--- config.mk ---
export PLATFORM = sky130hd
export DESIGN_NAME = layer_mixer
export DESIGN_NICKNAME = d
export VERILOG_FILES = /design/src/hdl/tile_video_pkg.sv /design/src/hdl/layer_mixer.sv
export VERILOG_INCLUDE_DIRS = /design/src /design/src/hdl
export SDC_FILE = /design/constraint.sdc
export NUM_CORES = 1
export LEC_CHECK = 0
export ABC_AREA = 0
export BUFFER_PORTS_ARGS = -buffer_cell sky130_fd_sc_hd__buf_2
export CORE_UTILIZATION = 49
export CTS_BUF_LIST = sky130_fd_sc_hd__clkbuf_8
export DETAILED_ROUTE_END_ITERATION = 12
export PLACE_DENSITY = 0.87
export SETUP_SLACK_MARGIN = 0.4
export SLEW_MARGIN = 15
export SYNTH_ARGS = -nofsm -noshare
export SYNTH_HDL_FRONTEND = slang
export SYNTH_SLANG_ARGS = --single-unit
--- constraint.sdc ---
create_clock -name clk -period 1.9 [get_ports clk]
set_input_delay 0.38 -clock clk [delete_from_list [all_inputs] [get_ports clk]]
set_output_delay 0.38 -clock clk [all_outputs]
set_load 0.03 [all_outputs]
--- src/hdl/tile_video_settings.svh ---
`ifndef TILE_VIDEO_SETTINGS_SVH
`define TILE_VIDEO_SETTINGS_SVH
`default_nettype none

// raster, in pixels and lines
`define H_TOTAL 48
`define H_ACTIVE 32
`define H_SYNC_START 36
`define H_SYNC_END 40
`define V_TOTAL 24
`define V_ACTIVE 16
`define V_SYNC_START 18
`define V_SYNC_END 20

// clk cycles per pixel strobe
`define PIX_DIV 4

// tilemap per layer, 8x8 pixel tiles, wraps at 64 pixels
`define MAP_COLS 8
`define MAP_ROWS 2
`define PATTERN_WORDS 1024
`define PALETTE_BYTES 512

// cpu write regions
`define REG_PATTERN 12'h000
`define REG_FG_MAP 12'h400
`define REG_BG_MAP 12'h410
`define REG_PALETTE 12'h800
`define REG_FG_SCROLL 12'hF00
`define REG_BG_SCROLL 12'hF01
`define REG_PRIORITY 12'hF02
`define REG_BACKCOLOR 12'hF03

`default_nettype wire
`endif

--- src/hdl/tile_video_pkg.sv ---
`default_nettype none

package tile_video_pkg;

	//////////////////////////////////////////////////////////////////////
	// dot word between mixer and palette
	//////////////////////////////////////////////////////////////////////

	// one layer pixel as fields
	// bank 0 is the foreground, bank 1 the background
	typedef struct packed {
		logic [1:0] bank;
		logic [2:0] palette;
		logic [2:0] pen;
	} tile_dot_t;

	// same 8 bits seen as a flat palette index
	// back colour is written straight into index
	typedef union packed {
		tile_dot_t tile;
		logic [7:0] index;
	} dot_word_u;

endpackage

`default_nettype wire

--- src/hdl/layer_mixer.sv ---
`timescale 1ns/1ps
`include "tile_video_settings.svh"
`default_nettype none

module layer_mixer (
	input wire clk,
	input wire rst_n,
	input wire pix_en,
	input wire [11:0] cpu_addr,
	input wire [7:0] cpu_data,
	input wire cpu_we,
	input wire [2:0] fg_pen,
	input wire [2:0] fg_palette,
	input wire [2:0] bg_pen,
	input wire [2:0] bg_palette,
	input wire [3:0] sync_in,
	output tile_video_pkg::dot_word_u dot,
	output logic [3:0] sync_out
);

	import tile_video_pkg::*;

	logic bg_front;
	logic [7:0] back_color;
	logic fg_opaque;
	logic bg_opaque;
	tile_dot_t fg_dot;
	tile_dot_t bg_dot;
	dot_word_u dot_next;

	//////////////////////////////////////////////////////////////////////
	// control registers
	//////////////////////////////////////////////////////////////////////

	always_ff @(posedge clk or negedge rst_n) begin
		if (!rst_n) begin
			bg_front <= 1'b0;
			back_color <= '0;
		end else if (cpu_we) begin
			// bit 0 puts background in front
			if (cpu_addr == `REG_PRIORITY)
				bg_front <= cpu_data[0];
			if (cpu_addr == `REG_BACKCOLOR)
				back_color <= cpu_data;
		end
	end

	//////////////////////////////////////////////////////////////////////
	// priority and transparency
	//////////////////////////////////////////////////////////////////////

	// pen 0 is see-through
	assign fg_opaque = (fg_pen != 3'd0);
	assign bg_opaque = (bg_pen != 3'd0);

	always_comb begin
		fg_dot = '{bank: 2'd0, palette: fg_palette, pen: fg_pen};
		bg_dot = '{bank: 2'd1, palette: bg_palette, pen: bg_pen};
	end

	// flat back colour unless a layer wins
	always_comb begin
		dot_next.index = back_color;
		if (bg_front) begin
			if (bg_opaque)
				dot_next.tile = bg_dot;
			else if (fg_opaque)
				dot_next.tile = fg_dot;
		end else begin
			if (fg_opaque)
				dot_next.tile = fg_dot;
			else if (bg_opaque)
				dot_next.tile = bg_dot;
		end
	end

	always_ff @(posedge clk) begin
		if (pix_en)
			dot <= dot_next;
	end

	// third stage of the sync delay
	always_ff @(posedge clk or negedge rst_n) begin
		if (!rst_n)
			sync_out <= 4'b1100;
		else if (pix_en)
			sync_out <= sync_in;
	end

endmodule

`default_nettype wire

==> key figures <==
Routing
  – Number of remaining DRC errors: 0
  – DR WL/cell: 13.50 um
  – Via density: 5.395
  – DR iter-0 viols: 32
  – Routed Antenna Nets: 0
  – Drt pass-1 iters: 4
  – Via count: 793
  – Routed wire length: 1.985 mm

Status
  – Failing checks: hold timing
  – Status: finished with violations

Critical path
  – R2R setup slack: 0.59 ns
  – R2r endpoint: dot[5]$_DFFE_PP_
  – CP startpoint: sync_out[2]$_DFFE_PN1P_
  – Kind of critical path: flop to primary output
  – Setup crit end: sync_out[2]
  – CP Launch Type: flop
  – Buffers & Inverters on Critical Path: 1
  – Max incr delay on CP: 0.53 ns
  – CP Data Required Time: 1.52 ns
  – Crit-path leading delay family: flip-flops
  – Crit path max fanout: 2
  – CP Cell Sequence: buf_2
  – Slowest CP cell: dfstp_2
  – Worst reg2reg path depth: 3
  – Critical path arrival: 0.97 ns
  – CP Capture Type: primary output
  – Critical path depth in cells: 1
  – R2R Path Start: bg_front$_DFFE_PN0P_

Clock tree
  – Post-CTS Setup Inserts: 0
  – H-tree levels: 1
  – CTS max path bufs: 2
  – CTS Buf Count: 3
  – Clock Pin Slew Worst Setup and Hold Paths: 0.07 ns
  – CTS root buf: clkbuf_8
  – CTS tree: yes
  – CTS sink count: 21
  – CTS resizes: 0
  – Clk_lat worst skew: 0.25 ns
  – Cts hold-fix bufs: 0

Global routing
  – Total congestion overflow: 0
  – Number of global-route vias before repair: 758
  – First-pass GRT wire length: 3.022 mm
  – Antenna violations before repair: 0
  – GRT Resource Usage Total: 20.45%
  – Largest net degree at the start of global routing: 14

Synthesis
  – Netlist cell types: 22
  – Cells after Synth: 66
  – Dominant synthesized flop cell: dfrtp_1
  – Leading area contributor after synthesis: dfrtp_1
  – Syn Area/Cell: 14.64 sq um
  – Syn Nets: 106
  – Synth top area cells: dfrtp_1, edfxtp_1, mux2_2
  – Top-count cell post-synth: mux2_2
  – Yosys reg bits: 21
  – EDFF count, synth: 8
  – Register area share after synthesis: 58.81%
  – Async set-reset flop share out of synthesis: 61.90%
  – Top-area cell type share of the netlist area: 28.50%
  – Ys Warns: 0
  – Post-synth top cells: mux2_2, dfrtp_1, edfxtp_1
  – Synth Cell Area: 965.9 sq um

Timing
  – Min Clock Period, post-route: 1.353 ns
  – Setup TNS Final: 0 ns
  – Setup Viol. Count Final: 0
  – Hold_ws: -0.008963 ns
  – Fmax: 739.4 MHz
  – Hold Vio Cnt, Final: 6
  – Least-Margin Pin Slew: 0.4023 ns
  – Clock skew: 0.006665 ns
  – Relative slew slack: 72.95%
  – Max Transition Viols Final: 0
  – RSZ-0062 raised after global routing: false
  – Final period util: 71.18%

Place
  – Port Buf Inserts: 51
  – Dpl cell area: 1262 sq um
  – DP HPWL: 1.599 mm
  – Placer Congestion: 0.8451

Floorplanning
  – Rows: 15
  – Die area: 2153 sq um
  – IO Count: 52
  – Initial Util: 54.18%
  – Core area: 1783 sq um
  – Die height: 46.40 um
  – Chip width: 46.40 um

Finish
  – Storage cell area: 568.0 sq um
  – Fillcell total: 133
  – Area of the multi-input gates: 392.9 sq um
  – Design area: 1308 sq um
  – Antenna cells: 0
  – Share of cells above drive strength 1: 64.75%
  – Area grow syn2layout: 35.36%
  – Core Util, Final: 73.33%
  – # nets final: 163

Power
  – Leakage: 0.6379 nW
  – Pwr dens: 720.8 nW/um^2
  – Worst IR Drop VDD: 521.0 uV

Hold path
  – Hold crit path type: input port to async pin

Flow run
  – Max-cap viol count: 0
-- logic make-up (layout without fill, tap and decap cells) --
group / Yosys count / after routing / share of synthesized area (%)
AO/OA/AOI/OAI: 13 / 13 / 11.14
AND/OR/NAND/NOR: 18 / 18 / 14.38
buffers and inverters: 1 / 57 / 0.5176
multiplexers: 13 / 13 / 15.16
flip-flops: 21 / 21 / 58.81
-- cell type report --
type                            instances  area share [%]
Clock inverter                          1          0.2871
Timing Repair Buffer                   53           20.67
Multi-Input combinational cell         44           30.05
Sequential cell                        21           43.45
Clock buffer                            3           3.158
Tap cell                               25           2.392
-- placed cells by master (no fill, tap or decap), types with 3 or more instances in the layout --
master,n
buf_2,51
mux2_2,13
dfrtp_1,11
edfxtp_1,8
nand2_1,6
o21ai_0,4
or3_1,3
o221a_2,3
a32oi_1,3
clkbuf_8,3
-- per-layer routing --
layer / GRT usage (%) / part of all wire (%) / vias up
li1: - / - / 376
met1: 20.10 / 35 / 366
met2: 41.11 / 59 / 47
met3: 3.529 / 5.5 / 4
met4: 7.059 / 1.2 / 0
met5: 0 / 0 / -
-- through the flow --
step / setup slack (ns) / power [mW] / instances
6_report: 0.5475 / 0.9425 / 147
5_1_grt: 0.5276 / 0.9818 / 147
4_1_cts: 0.5426 / 0.9485 / 147
3_5_place_dp: 0.3602 / 0.6791 / 143
3_3_place_gp: 0.4124 / 0.6727 / 143
2_1_floorplan: 0.5131 / 0.5967 / 66
-- state kept, by name (all words and copies together), names as in the netlist --
signal and count:
sync_out 4, dot 8, bg_front 1, back_color 8
-- power by group --
group	internal (mW)	switching (mW)	total, mW
clock	0.143	0.130	0.273
combinational	0.0674	0.0959	0.163
sequential	0.499	0.00690	0.506
total	0.710	0.233	0.942
-- worst min path at each step --
stage | from | endpoint | cells past startpoint
CTS | rst_n | sync_out[0]$_DFFE_PN0P_ | 1
global placement | rst_n | sync_out[1]$_DFFE_PN0P_ | 1
finish | rst_n | sync_out[0]$_DFFE_PN0P_ | 1
detailed placement | rst_n | sync_out[0]$_DFFE_PN0P_ | 1
global route | rst_n | sync_out[0]$_DFFE_PN0P_ | 1
floorplan | rst_n | back_color[0]$_DFFE_PN0P_ | 0
Note: power is estimated with default switching activity, not from simulation.
