`src/hdl/tile_video_settings.svh`:
```
`ifndef TILE_VIDEO_SETTINGS_SVH
`define TILE_VIDEO_SETTINGS_SVH
`default_nettype none

// raster, in pixels and lines
`define H_TOTAL 48
`define H_ACTIVE 32
`define H_SYNC_START 36
`define H_SYNC_END 40
`define V_TOTAL 24
`define V_ACTIVE 16
`define V_SYNC_START 18
`define V_SYNC_END 20

// clk cycles per pixel strobe
`define PIX_DIV 4

// tilemap per layer, 8x8 pixel tiles, wraps at 64 pixels
`define MAP_COLS 8
`define MAP_ROWS 2
`define PATTERN_WORDS 1024
`define PALETTE_BYTES 512

// cpu write regions
`define REG_PATTERN 12'h000
`define REG_FG_MAP 12'h400
`define REG_BG_MAP 12'h410
`define REG_PALETTE 12'h800
`define REG_FG_SCROLL 12'hF00
`define REG_BG_SCROLL 12'hF01
`define REG_PRIORITY 12'hF02
`define REG_BACKCOLOR 12'hF03

`default_nettype wire
`endif

```
`src/hdl/video_timing.sv`:
```
`timescale 1ns/1ps
`include "tile_video_settings.svh"
`default_nettype none

module video_timing (
	input wire clk,
	input wire rst_n,
	output logic pix_en,
	output logic [5:0] hpos,
	output logic [4:0] vpos,
	output logic hsync_n,
	output logic vsync_n,
	output logic hblank_n,
	output logic vblank_n
);

	localparam int DIV_W = $clog2(`PIX_DIV);
	localparam logic [DIV_W-1:0] DIV_LAST = DIV_W'(`PIX_DIV - 1);
	localparam logic [5:0] H_LAST = 6'(`H_TOTAL - 1);
	localparam logic [5:0] H_ACT = 6'(`H_ACTIVE);
	localparam logic [5:0] H_SYNC_ON = 6'(`H_SYNC_START);
	localparam logic [5:0] H_SYNC_OFF = 6'(`H_SYNC_END);
	localparam logic [4:0] V_LAST = 5'(`V_TOTAL - 1);
	localparam logic [4:0] V_ACT = 5'(`V_ACTIVE);
	localparam logic [4:0] V_SYNC_ON = 5'(`V_SYNC_START);
	localparam logic [4:0] V_SYNC_OFF = 5'(`V_SYNC_END);

	logic [DIV_W-1:0] div_cnt;
	logic div_wrap;
	logic [5:0] h_next;
	logic [4:0] v_next;

	//////////////////////////////////////////////////////////////////////
	// pixel strobe
	//////////////////////////////////////////////////////////////////////

	assign div_wrap = (div_cnt == DIV_LAST);

	// pix_en rises on the same edge the counters step
	always_ff @(posedge clk or negedge rst_n) begin
		if (!rst_n) begin
			div_cnt <= '0;
			pix_en <= 1'b0;
		end else begin
			div_cnt <= div_wrap ? '0 : div_cnt + 1'b1;
			pix_en <= div_wrap;
		end
	end

	//////////////////////////////////////////////////////////////////////
	// raster counters
	//////////////////////////////////////////////////////////////////////

	// next position, vertical steps at end of line
	always_comb begin
		h_next = hpos + 6'd1;
		v_next = vpos;
		if (hpos == H_LAST) begin
			h_next = '0;
			v_next = (vpos == V_LAST) ? '0 : vpos + 5'd1;
		end
	end

	// syncs and blanks compared on the next position
	// so they line up with hpos and vpos
	always_ff @(posedge clk or negedge rst_n) begin
		if (!rst_n) begin
			hpos <= '0;
			vpos <= '0;
			hsync_n <= 1'b1;
			vsync_n <= 1'b1;
			hblank_n <= 1'b0;
			vblank_n <= 1'b0;
		end else if (div_wrap) begin
			hpos <= h_next;
			vpos <= v_next;
			hblank_n <= (h_next < H_ACT);
			vblank_n <= (v_next < V_ACT);
			hsync_n <= !((h_next >= H_SYNC_ON) && (h_next < H_SYNC_OFF));
			vsync_n <= !((v_next >= V_SYNC_ON) && (v_next < V_SYNC_OFF));
		end
	end

endmodule

`default_nettype wire

```
`config.mk`:
```
export PLATFORM = sky130hd
export DESIGN_NAME = video_timing
export DESIGN_NICKNAME = d
export VERILOG_FILES = /design/src/hdl/video_timing.sv
export VERILOG_INCLUDE_DIRS = /design/src /design/src/hdl
export SDC_FILE = /design/constraint.sdc
export NUM_CORES = 1
export LEC_CHECK = 0
export ABC_AREA = 1
export BUFFER_PORTS_ARGS = -buffer_cell sky130_fd_sc_hd__buf_2
export CORE_UTILIZATION = 45
export CTS_CLUSTER_DIAMETER = 150
export DETAILED_ROUTE_END_ITERATION = 12
export GPL_TIMING_DRIVEN = 1
export PLACE_DENSITY = 0.67
export SLEW_MARGIN = 10
export SYNTH_ARGS = -nofsm -noshare
export SYNTH_HDL_FRONTEND = slang
export SYNTH_SLANG_ARGS = --single-unit
```
`constraint.sdc`:
```
create_clock -name clk -period 3.57 [get_ports clk]
set_input_delay 0.5355 -clock clk [delete_from_list [all_inputs] [get_ports clk]]
set_output_delay 0.5355 -clock clk [all_outputs]
set_load 0.02 [all_outputs]
```
==> out/results.ini, run 1 <==
[clock_tree]
hold_buffers = 0
clk_pin_slew_ns = 0.10
cts_htree_levels = 1
cts_tree = built
post-cts-setup-buffer-count = 0
clockBufferDepth = 2
insertion_delay_ns = 0.30
ctsResizeCount = 0
cts_root_buffer = clkbuf_4
clock-sinks = 18
numCtsBuffers = 3

[synthesis]
synth_ff_type = dfrtp_1
synth_warnings = 0
synth_edf_count = 0
seq_area_frac_synth = 0.492
synth_seq_cells = 18
ys_types = 20
synth_area_sq_um = 921
synthArstFlopShare = 1.00
avgSynthCellArea_sq_um = 7.87
synth_cells = 117
syn_nets = 123

[detailed_routing]
ant_nets = 0
routed_wl_mm = 1.81
vias = 791
drt_pass1_iterations = 4
via_per_inst = 4.94
first_iter_violations = 15
wire_per_inst_um = 11.3
drc_errors = 0

[finish]
seq_area_sq_um = 453
layout_common_cells = nand2_1 (35), buf_2 (17), dfrtp_1 (16)
fillers = 175
nNetsFinal = 142
antennaDiodeCount = 0
multiInputGateArea_sq_um = 408
drive_above_1_share = 0.207
final_common_cell = nand2_1
area_growth_pct = 14.9
finalInstanceArea_sq_um = 1060

[power_and_ir_drop]
p_per_area_nw_per_um2 = 318
power_frac_seq = 0.605
ir_worst_vdd_mv = 0.212
swShare = 0.209
comb_power_share = 0.012
switchingPower_mw = 0.0705
p_int_mw = 0.267
power_frac_clock = 0.383
p_leak_nw = 0.527

[critical_path]
cp.depth = 5
crit_type = register to register
reg2reg_depth = 5
crit_arrival_ns = 1.89
required_ns = 3.82
worstPathMaxFanout = 18
cp_cell_sequence = ha_1, inv_1, nor3_1, o21ai_0, nand2_1
max_stage_delay_ns = 0.52
r2r_start = div_cnt[0]
end_kind = register
reg2reg_to = vpos[0]
path_buf_inv = 1
timing.reg2reg.setup_slack_ns = 1.93
crit_path_start_kind = register
critPathSlowestCell = ha_1
cpLargestDelayFamily = adder cells

[floorplan]
core-area_sq_um = 1820
ios = 18
dieArea_sq_um = 2230
die_h_um = 47.2
start_util = 0.506
row_count = 15
die_w_um = 47.2

[timing]
tightest_slew_ns = 0.567
tns_ns = 0
rsz0062_at_grt = no
slew_headroom = 0.622
timing.final.crit_share = 0.459
period_needed_ns = 1.64
hold_viol_final = 0
max_freq_ghz = 0.610
setup_viol = 0
report.final.slew_viol_count = 0
skew_ns = 0.000771

[place]
numPortBuffers = 17
dp_hpwl_mm = 1.33
dpl_cell_area_sq_um = 1020
gp_congestion = 0.847

[global_route]
grt_use_total = 0.193
grt_pass1_wl_mm = 2.87
grt_pass1_vias = 680
antenna_found_initial = 0
grt_max_degree = 19
gr-total-overflow = 0

[flow_run]
max_cap_violations = 0

[run_status]
outcome = complete, no violations

[worst_hold_path]
hold_class = primary input to async pin

## worst reg2reg max path, stage by stage (launching register included)
cell     delay, ns
dfrtp_1       0.37
ha_1          0.52
inv_1         0.31
nor3_1        0.23
o21ai_0       0.10
nand2_1       0.06
## logic make-up after synthesis
family / after synthesis / share of synthesized area
AOI/OAI and AO/OA: 13 / 0.0761
xor gates and xnor gates: 1 / 0.00951
adders and majority gates: 4 / 0.0543
buffers and inverters: 15 / 0.0652
DFF: 18 / 0.492
and+or+nand+nor: 66 / 0.303
## through the flow
stage / std cells / total power, mW / setup WS, ns / hold WS (ns) / util
after floorplan: 117 / 0.208 / 2.10 / 0.240 / -
after global routing: 160 / 0.350 / 1.69 / 0.158 / 0.581
after CTS: 160 / 0.340 / 1.94 / 0.148 / 0.581
after global placement: 156 / 0.212 / 2.03 / 0.413 / 0.562
after detailed placement: 156 / 0.212 / 1.98 / 0.418 / 0.562
final: 160 / 0.337 / 1.93 / 0.139 / 0.581
## cell type report
| cell class | instances | share of cell area |
|---|---|---|
| Timing Repair Buffer | 17 | 0.0804 |
| Inverter | 12 | 0.0426 |
| Tap cell | 25 | 0.0296 |
| Multi-Input combinational cell | 84 | 0.385 |
| Clock buffer | 4 | 0.0343 |
| Sequential cell | 18 | 0.428 |
## registers in the layout (all words and copies together) (netlist names)
register,flops
div_cnt,2
hblank_n,1
hpos,6
hsync_n,1
pix_en,1
vblank_n,1
vpos,5
vsync_n,1
## routing by layer
metal  global-route usage  vias up  share of wire
li1                     -      408              -
met1                0.233      352           0.45
met2                0.307       27           0.48
met3               0.0731        4          0.063
met4               0.0857        0          0.012
met5                    0        -              0
## synth_stat cells, drive strengths merged, types with 2 or more instances
cell     n  area share
ha       4       0.054
dfrtp   16        0.43
dfstp    2       0.057
o21ai    9       0.049
nand4    2       0.014
nand2   36        0.15
nor2    16       0.073
inv     12       0.049
clkbuf   2      0.0082
nand3   10       0.054
## power groups by stage
stage	logic, mW	clock network [mW]	registers (mW)
global placement	0.00442	0	0.208
finish	0.00413	0.129	0.204
CTS	0.00446	0.131	0.204
floorplan	0.000000220	0	0.208
global route	0.00514	0.141	0.204
detailed placement	0.00445	0	0.208
## worst max path at each step
stage,startpoint,end
after CTS,div_cnt[0],vpos[0]
after global routing,div_cnt[0],vpos[0]
after floorplan,hpos[1],vsync_n
after global placement,div_cnt[0],vpos[0]
after detailed placement,div_cnt[0],vpos[0]
final,div_cnt[0],vpos[0]
Power figures use the tool's default switching activity.
==> inputs of run 2 (changes only) <==
Settings changed: PLACE_DENSITY 0.67 to 0.7.
Clock period 3.57 ns to 1.4 ns, I/O delays scaled along.
==> run 2 against run 1 <==
Worst hold slack better by 0.26 ns. Die area stayed put. Clock skew hardly changed. Maximum frequency is 20% higher. Critical path type unchanged. Critical endpoint is now vsync_n.
==> out/results.ini, run 2 (synthesized netlist as in run 1, its figures left out) <==
[timing]
skew_ns = 0.000997
max_freq_ghz = 0.729
report.final.slew_viol_count = 0
timing.final.crit_share = 0.980
period_needed_ns = 1.37
fin_ws_ns = 0.0282
tightest_slew_ns = 0.406
setup_viol = 0
tns_ns = 0
rsz0062_at_grt = yes
hold_viol_final = 0
slew_headroom = 0.730

[floorplan]
start_util = 0.506
core-area_sq_um = 1820
die_w_um = 47.2
row_count = 15
ios = 18
dieArea_sq_um = 2230
die_h_um = 47.2

[clock_tree]
insertion_delay_ns = 0.30
cts_htree_levels = 1
clk_pin_slew_ns = 0.10
cts_tree = built
clockBufferDepth = 2
cts_root_buffer = clkbuf_4
clock-sinks = 18
numCtsBuffers = 3

[finish]
regMostFlops = hpos
final_cells = 172
finalInstanceArea_sq_um = 1230
antennaDiodeCount = 0
layout_common_cells = nand2_1 (31), buf_2 (17), inv_1 (11), nor2_1 (11), buf_4 (11)
area_growth_pct = 34.1
nNetsFinal = 154
largest_register_ffs = 6
reg_top3 = hpos x6, vpos x5, div_cnt x2
final_common_cell = nand2_1
drive_above_1_share = 0.388

[critical_path]
required_ns = 1.65
crit_type = register to register
end_kind = register
crit_arrival_ns = 1.62
reg2reg_depth = 10
worstPathMaxFanout = 6
crit_path_start_kind = register

[global_route]
grt_max_degree = 19
gr-total-overflow = 0
antenna_found_initial = 0
grt_pass1_vias = 736
grt_pass1_wl_mm = 3.27
grt_use_total = 0.213

[place]
dp_cells = 162
dpl_cell_area_sq_um = 1070
gp_congestion = 0.826
dp_hpwl_mm = 1.36
pre_cts_ws_ns = -0.0335
numPortBuffers = 17

[worst_hold_path]
hold_class = primary input to async pin

[detailed_routing]
ant_nets = 0
drt_pass1_iterations = 4
wire_per_inst_um = 12.7
drc_errors = 0
vias = 838
first_iter_violations = 10
via_per_inst = 4.87
routed_wl_mm = 2.18

[power_and_ir_drop]
p_leak_nw = 0.590
p_per_area_nw_per_um2 = 697
ir_worst_vdd_mv = 0.709
power.total_mw = 0.860

[flow_run]
max_cap_violations = 0

[run_status]
outcome = complete, no violations

-- run 2: layout make-up --
| cell class | instances | area (sq um) |
|---|---|---|
| Clock buffer | 4 | 36.3 |
| Fill cell | 162 | 586 |
| Inverter | 12 | 45.0 |
| Multi-Input combinational cell | 84 | 484 |
| Sequential cell | 18 | 460 |
| Tap cell | 25 | 31.3 |
| Timing Repair Buffer | 29 | 178 |
-- run 2: routing by layer --
layer | GRT usage | routed length (um)
met1 | 0.291 | 941
met2 | 0.337 | 1150
met5 | 0 | 0
met4 | 0.0857 | 38
met3 | 0.0346 | 50
-- run 2: power breakdown --
group          switching (mW)  total [mW]  internal [mW]
registers                   0       0.520          0.520
clock network           0.168       0.327          0.159
logic                  0.0104      0.0133        0.00286
-- run 2: final timing paths --
path | startpoint | to | slack (ns)
min in group clk | div_cnt[0] | div_cnt[0] | 0.46
worst min-delay path | rst_n | hpos[1] | 0.40
max in group asynchronous | rst_n | vsync_n | 0.68
worst min register to register | div_cnt[0] | div_cnt[0] | 0.46
worst max-delay path | hpos[0] | vsync_n | 0.03
worst max register to register | hpos[0] | vsync_n | 0.03
-- run 2: metrics by stage --
| step | hold WS, ns | utilization |
|---|---|---|
| after global routing | 0.448 | 0.678 |
| after CTS | 0.371 | 0.650 |
| after global placement | 0.155 | 0.588 |
| after detailed placement | 0.165 | 0.588 |
| final | 0.398 | 0.678 |
| after floorplan | -0.0856 | - |
-- run 2: worst max-delay path: stages, from the launching register on --
cell     delay, ns
dfrtp_2       0.40
ha_4          0.17
nand2_4       0.06
nor2_4        0.12
nand2_4       0.09
nand2_2       0.08
nand2_2       0.06
nor2_2        0.12
nand3_1       0.10
nand2_1       0.07
inv_1         0.04
-- run 2: timing repair --
item                                   in CTS  in global routing
pin swaps                                   5                  9
endpoints found under the hold margin      16                  0
resized for setup                           7                 16
hold buffers                                1                  0
setup endpoints to repair                   1                  4
buffers inserted                            5                  0
==> inputs of run 3 (changes only) <==
Settings changed: ABC_AREA 1 to not set, BUFFER_PORTS_ARGS -buffer_cell sky130_fd_sc_hd__buf_2 to -buffer_cell sky130_fd_sc_hd__clkbuf_2.
==> run 3 against run 2 <==
The flow now finishes with violations (setup timing). Sequential power about the same. Synthesized cell count decreased by 30%. Combinational power decreased by 5%. Utilization decreased by 1.5 points. First-iteration DRC count increased by 10%. Synthesized area decreased by 2.7%. Non-clock buffer count increased by 4. Worst hold slack got worse by 0.014 ns. Worst setup slack got worse by 0.065 ns. Die area decreased by 2.6%. Cell count decreased by 17%. Routed wire length decreased by 19%. Critical endpoint is now vpos[1].
==> out/results.ini, run 3 <==
[synthesis]
synthArstFlopShare = 1.00
synth_top_area_frac = 0.447
synth_warnings = 0
synth_edf_count = 0
ys_types = 29
synth_top_area_cell = dfrtp_1
synthTopCellsByCount = dfrtp_1 (16), nor2_1 (9), nand2_1 (5)
avgSynthCellArea_sq_um = 10.9
yosys-top-cells-area = dfrtp_1 (45%), dfstp_2 (5.9%), ha_1 (5.6%), mux2_4 (5.0%), xnor2_1 (3.9%)
synth_cells = 82
synth_ff_type = dfrtp_1
synth_area_sq_um = 896
synth_most_common_cell = dfrtp_1
syn_nets = 88
synth_seq_cells = 18
seq_area_frac_synth = 0.506

[critical_path]
end_kind = register
cp_cell_sequence = ha_4, and4b_4, and2_4, nand2_4, mux2_4
critPathSlowestCell = dfrtp_2
worstPathMaxFanout = 6
max_stage_delay_ns = 0.44
r2r_start = hpos[1]
timing.reg2reg.setup_slack_ns = -0.04
reg2reg_to = vpos[1]
required_ns = 1.58
crit_path_start_kind = register
crit_arrival_ns = 1.61
crit_type = register to register
reg2reg_depth = 5

[clock_tree]
numCtsBuffers = 3
clock-sinks = 18
cts_tree = built
clockBufferDepth = 2
clk_pin_slew_ns = 0.10
cts_htree_levels = 1
insertion_delay_ns = 0.28
cts_root_buffer = clkbuf_4

[timing]
slew_headroom = 0.706
timing.final.crit_share = 1.03
report.final.slew_viol_count = 0
rsz0062_at_grt = yes
hold_viol_final = 0
setup_viol = 4
max_freq_ghz = 0.696
fin_ws_ns = -0.0371
skew_ns = 0.00149
tightest_slew_ns = 0.441
period_needed_ns = 1.44

[detailed_routing]
drt_pass1_iterations = 4
ant_nets = 0
vias = 726
first_iter_violations = 11
via_per_inst = 5.11
drc_errors = 0
routed_wl_mm = 1.76
wire_per_inst_um = 12.4

[finish]
antennaDiodeCount = 0
regMostFlops = hpos
area_growth_pct = 33.4
largest_register_ffs = 6
nNetsFinal = 124
final_core_util = 0.663
finalInstanceArea_sq_um = 1190
layout_common_cells = clkbuf_2 (17), buf_4 (15), dfrtp_1 (13)
final_common_cell = clkbuf_2
drive_above_1_share = 0.462
reg_top3 = hpos x6, vpos x5, div_cnt x2

[run_status]
outcome = finished with violations
violations = setup timing

[floorplan]
start_util = 0.497
core-area_sq_um = 1800
die_h_um = 46.6
dieArea_sq_um = 2170
ios = 18
die_w_um = 46.6
row_count = 15

[power_and_ir_drop]
ir_worst_vdd_mv = 0.679
p_per_area_nw_per_um2 = 708
power.total_mw = 0.846
p_leak_nw = 0.614

[global_route]
antenna_found_initial = 0
grt_use_total = 0.183
gr-total-overflow = 0
grt_max_degree = 19
grt_pass1_wl_mm = 2.75
grt_pass1_vias = 610

[worst_hold_path]
hold_class = primary input to async pin

[place]
dp_hpwl_mm = 1.30
gp_congestion = 0.792
numPortBuffers = 17
dpl_cell_area_sq_um = 1130

[flow_run]
max_cap_violations = 0

run 3: worst max-delay path, delay by kind of cell, from the launching register on:
| kind | cells | cell delay (ns) |
|---|---|---|
| and+or+nand+nor | 3 | 0.45 |
| DFF | 1 | 0.44 |
| muxes | 1 | 0.29 |
| adders and majority gates | 1 | 0.16 |
run 3: power breakdown:
| group | switching (mW) | leakage (nW) | total, mW | internal (mW) |
|---|---|---|---|---|
| clock network | 0.156 | 0.0210 | 0.314 | 0.158 |
| registers | 0 | 0.216 | 0.520 | 0.520 |
| logic | 0.00983 | 0.377 | 0.0126 | 0.00277 |
run 3: layout make-up:
type	instances	area [sq um]
Multi-Input combinational cell	59	452
Sequential cell	18	457
Inverter	3	11.3
Fill cell	159	607
Tap cell	25	31.3
Timing Repair Buffer	33	208
Clock buffer	4	36.3
run 3: worst max path at each step:
stage / startpoint / end / slack (ns) / cells past startpoint
finish: hpos[1] / vpos[1] / -0.04 / 5
floorplan: hpos[1] / vpos[0] / -0.12 / 5
global route: hpos[1] / vpos[1] / -0.07 / 5
global placement: hpos[1] / vsync_n / -0.06 / 5
detailed placement: hpos[1] / vsync_n / -0.10 / 5
CTS: hpos[0] / vpos[1] / -0.04 / 5
run 3: per-stage QoR:
step,instances,TNS (ns),hold WS [ns],setup slack [ns]
5_1_grt,142,-0.438,0.435,-0.0710
6_report,142,-0.0882,0.384,-0.0371
4_1_cts,142,-0.126,0.394,-0.0380
3_3_place_gp,136,-0.0791,0.174,-0.0589
2_1_floorplan,82,-0.569,-0.0856,-0.115
3_5_place_dp,136,-0.174,0.175,-0.102
run 3: kinds of logic after synthesis:
group / count (synthesis) / synth area share
buffers and inverters: 5 / 0.0223
AO/OA/AOI/OAI: 13 / 0.0936
flip-flops: 18 / 0.506
adder cells (fa/ha/maj): 4 / 0.0559
multiplexers: 7 / 0.0978
XOR/XNOR: 4 / 0.0391
AND/OR/NAND/NOR: 31 / 0.186
run 3: metal layers:
layer | GRT usage | share of wire
met1 | 0.271 | 0.49
met2 | 0.269 | 0.47
met3 | 0.0353 | 0.033
met4 | 0.0514 | 0.0085
met5 | 0 | 0
run 3: timing repair:
item | CTS | global route
setup buffers | 1 | 0
endpoints found under the setup margin | 5 | 11
hold endpoints to repair | 16 | 0
hold buffers | 1 | 0
pin swaps | 3 | 3
gates resized for setup | 2 | 2
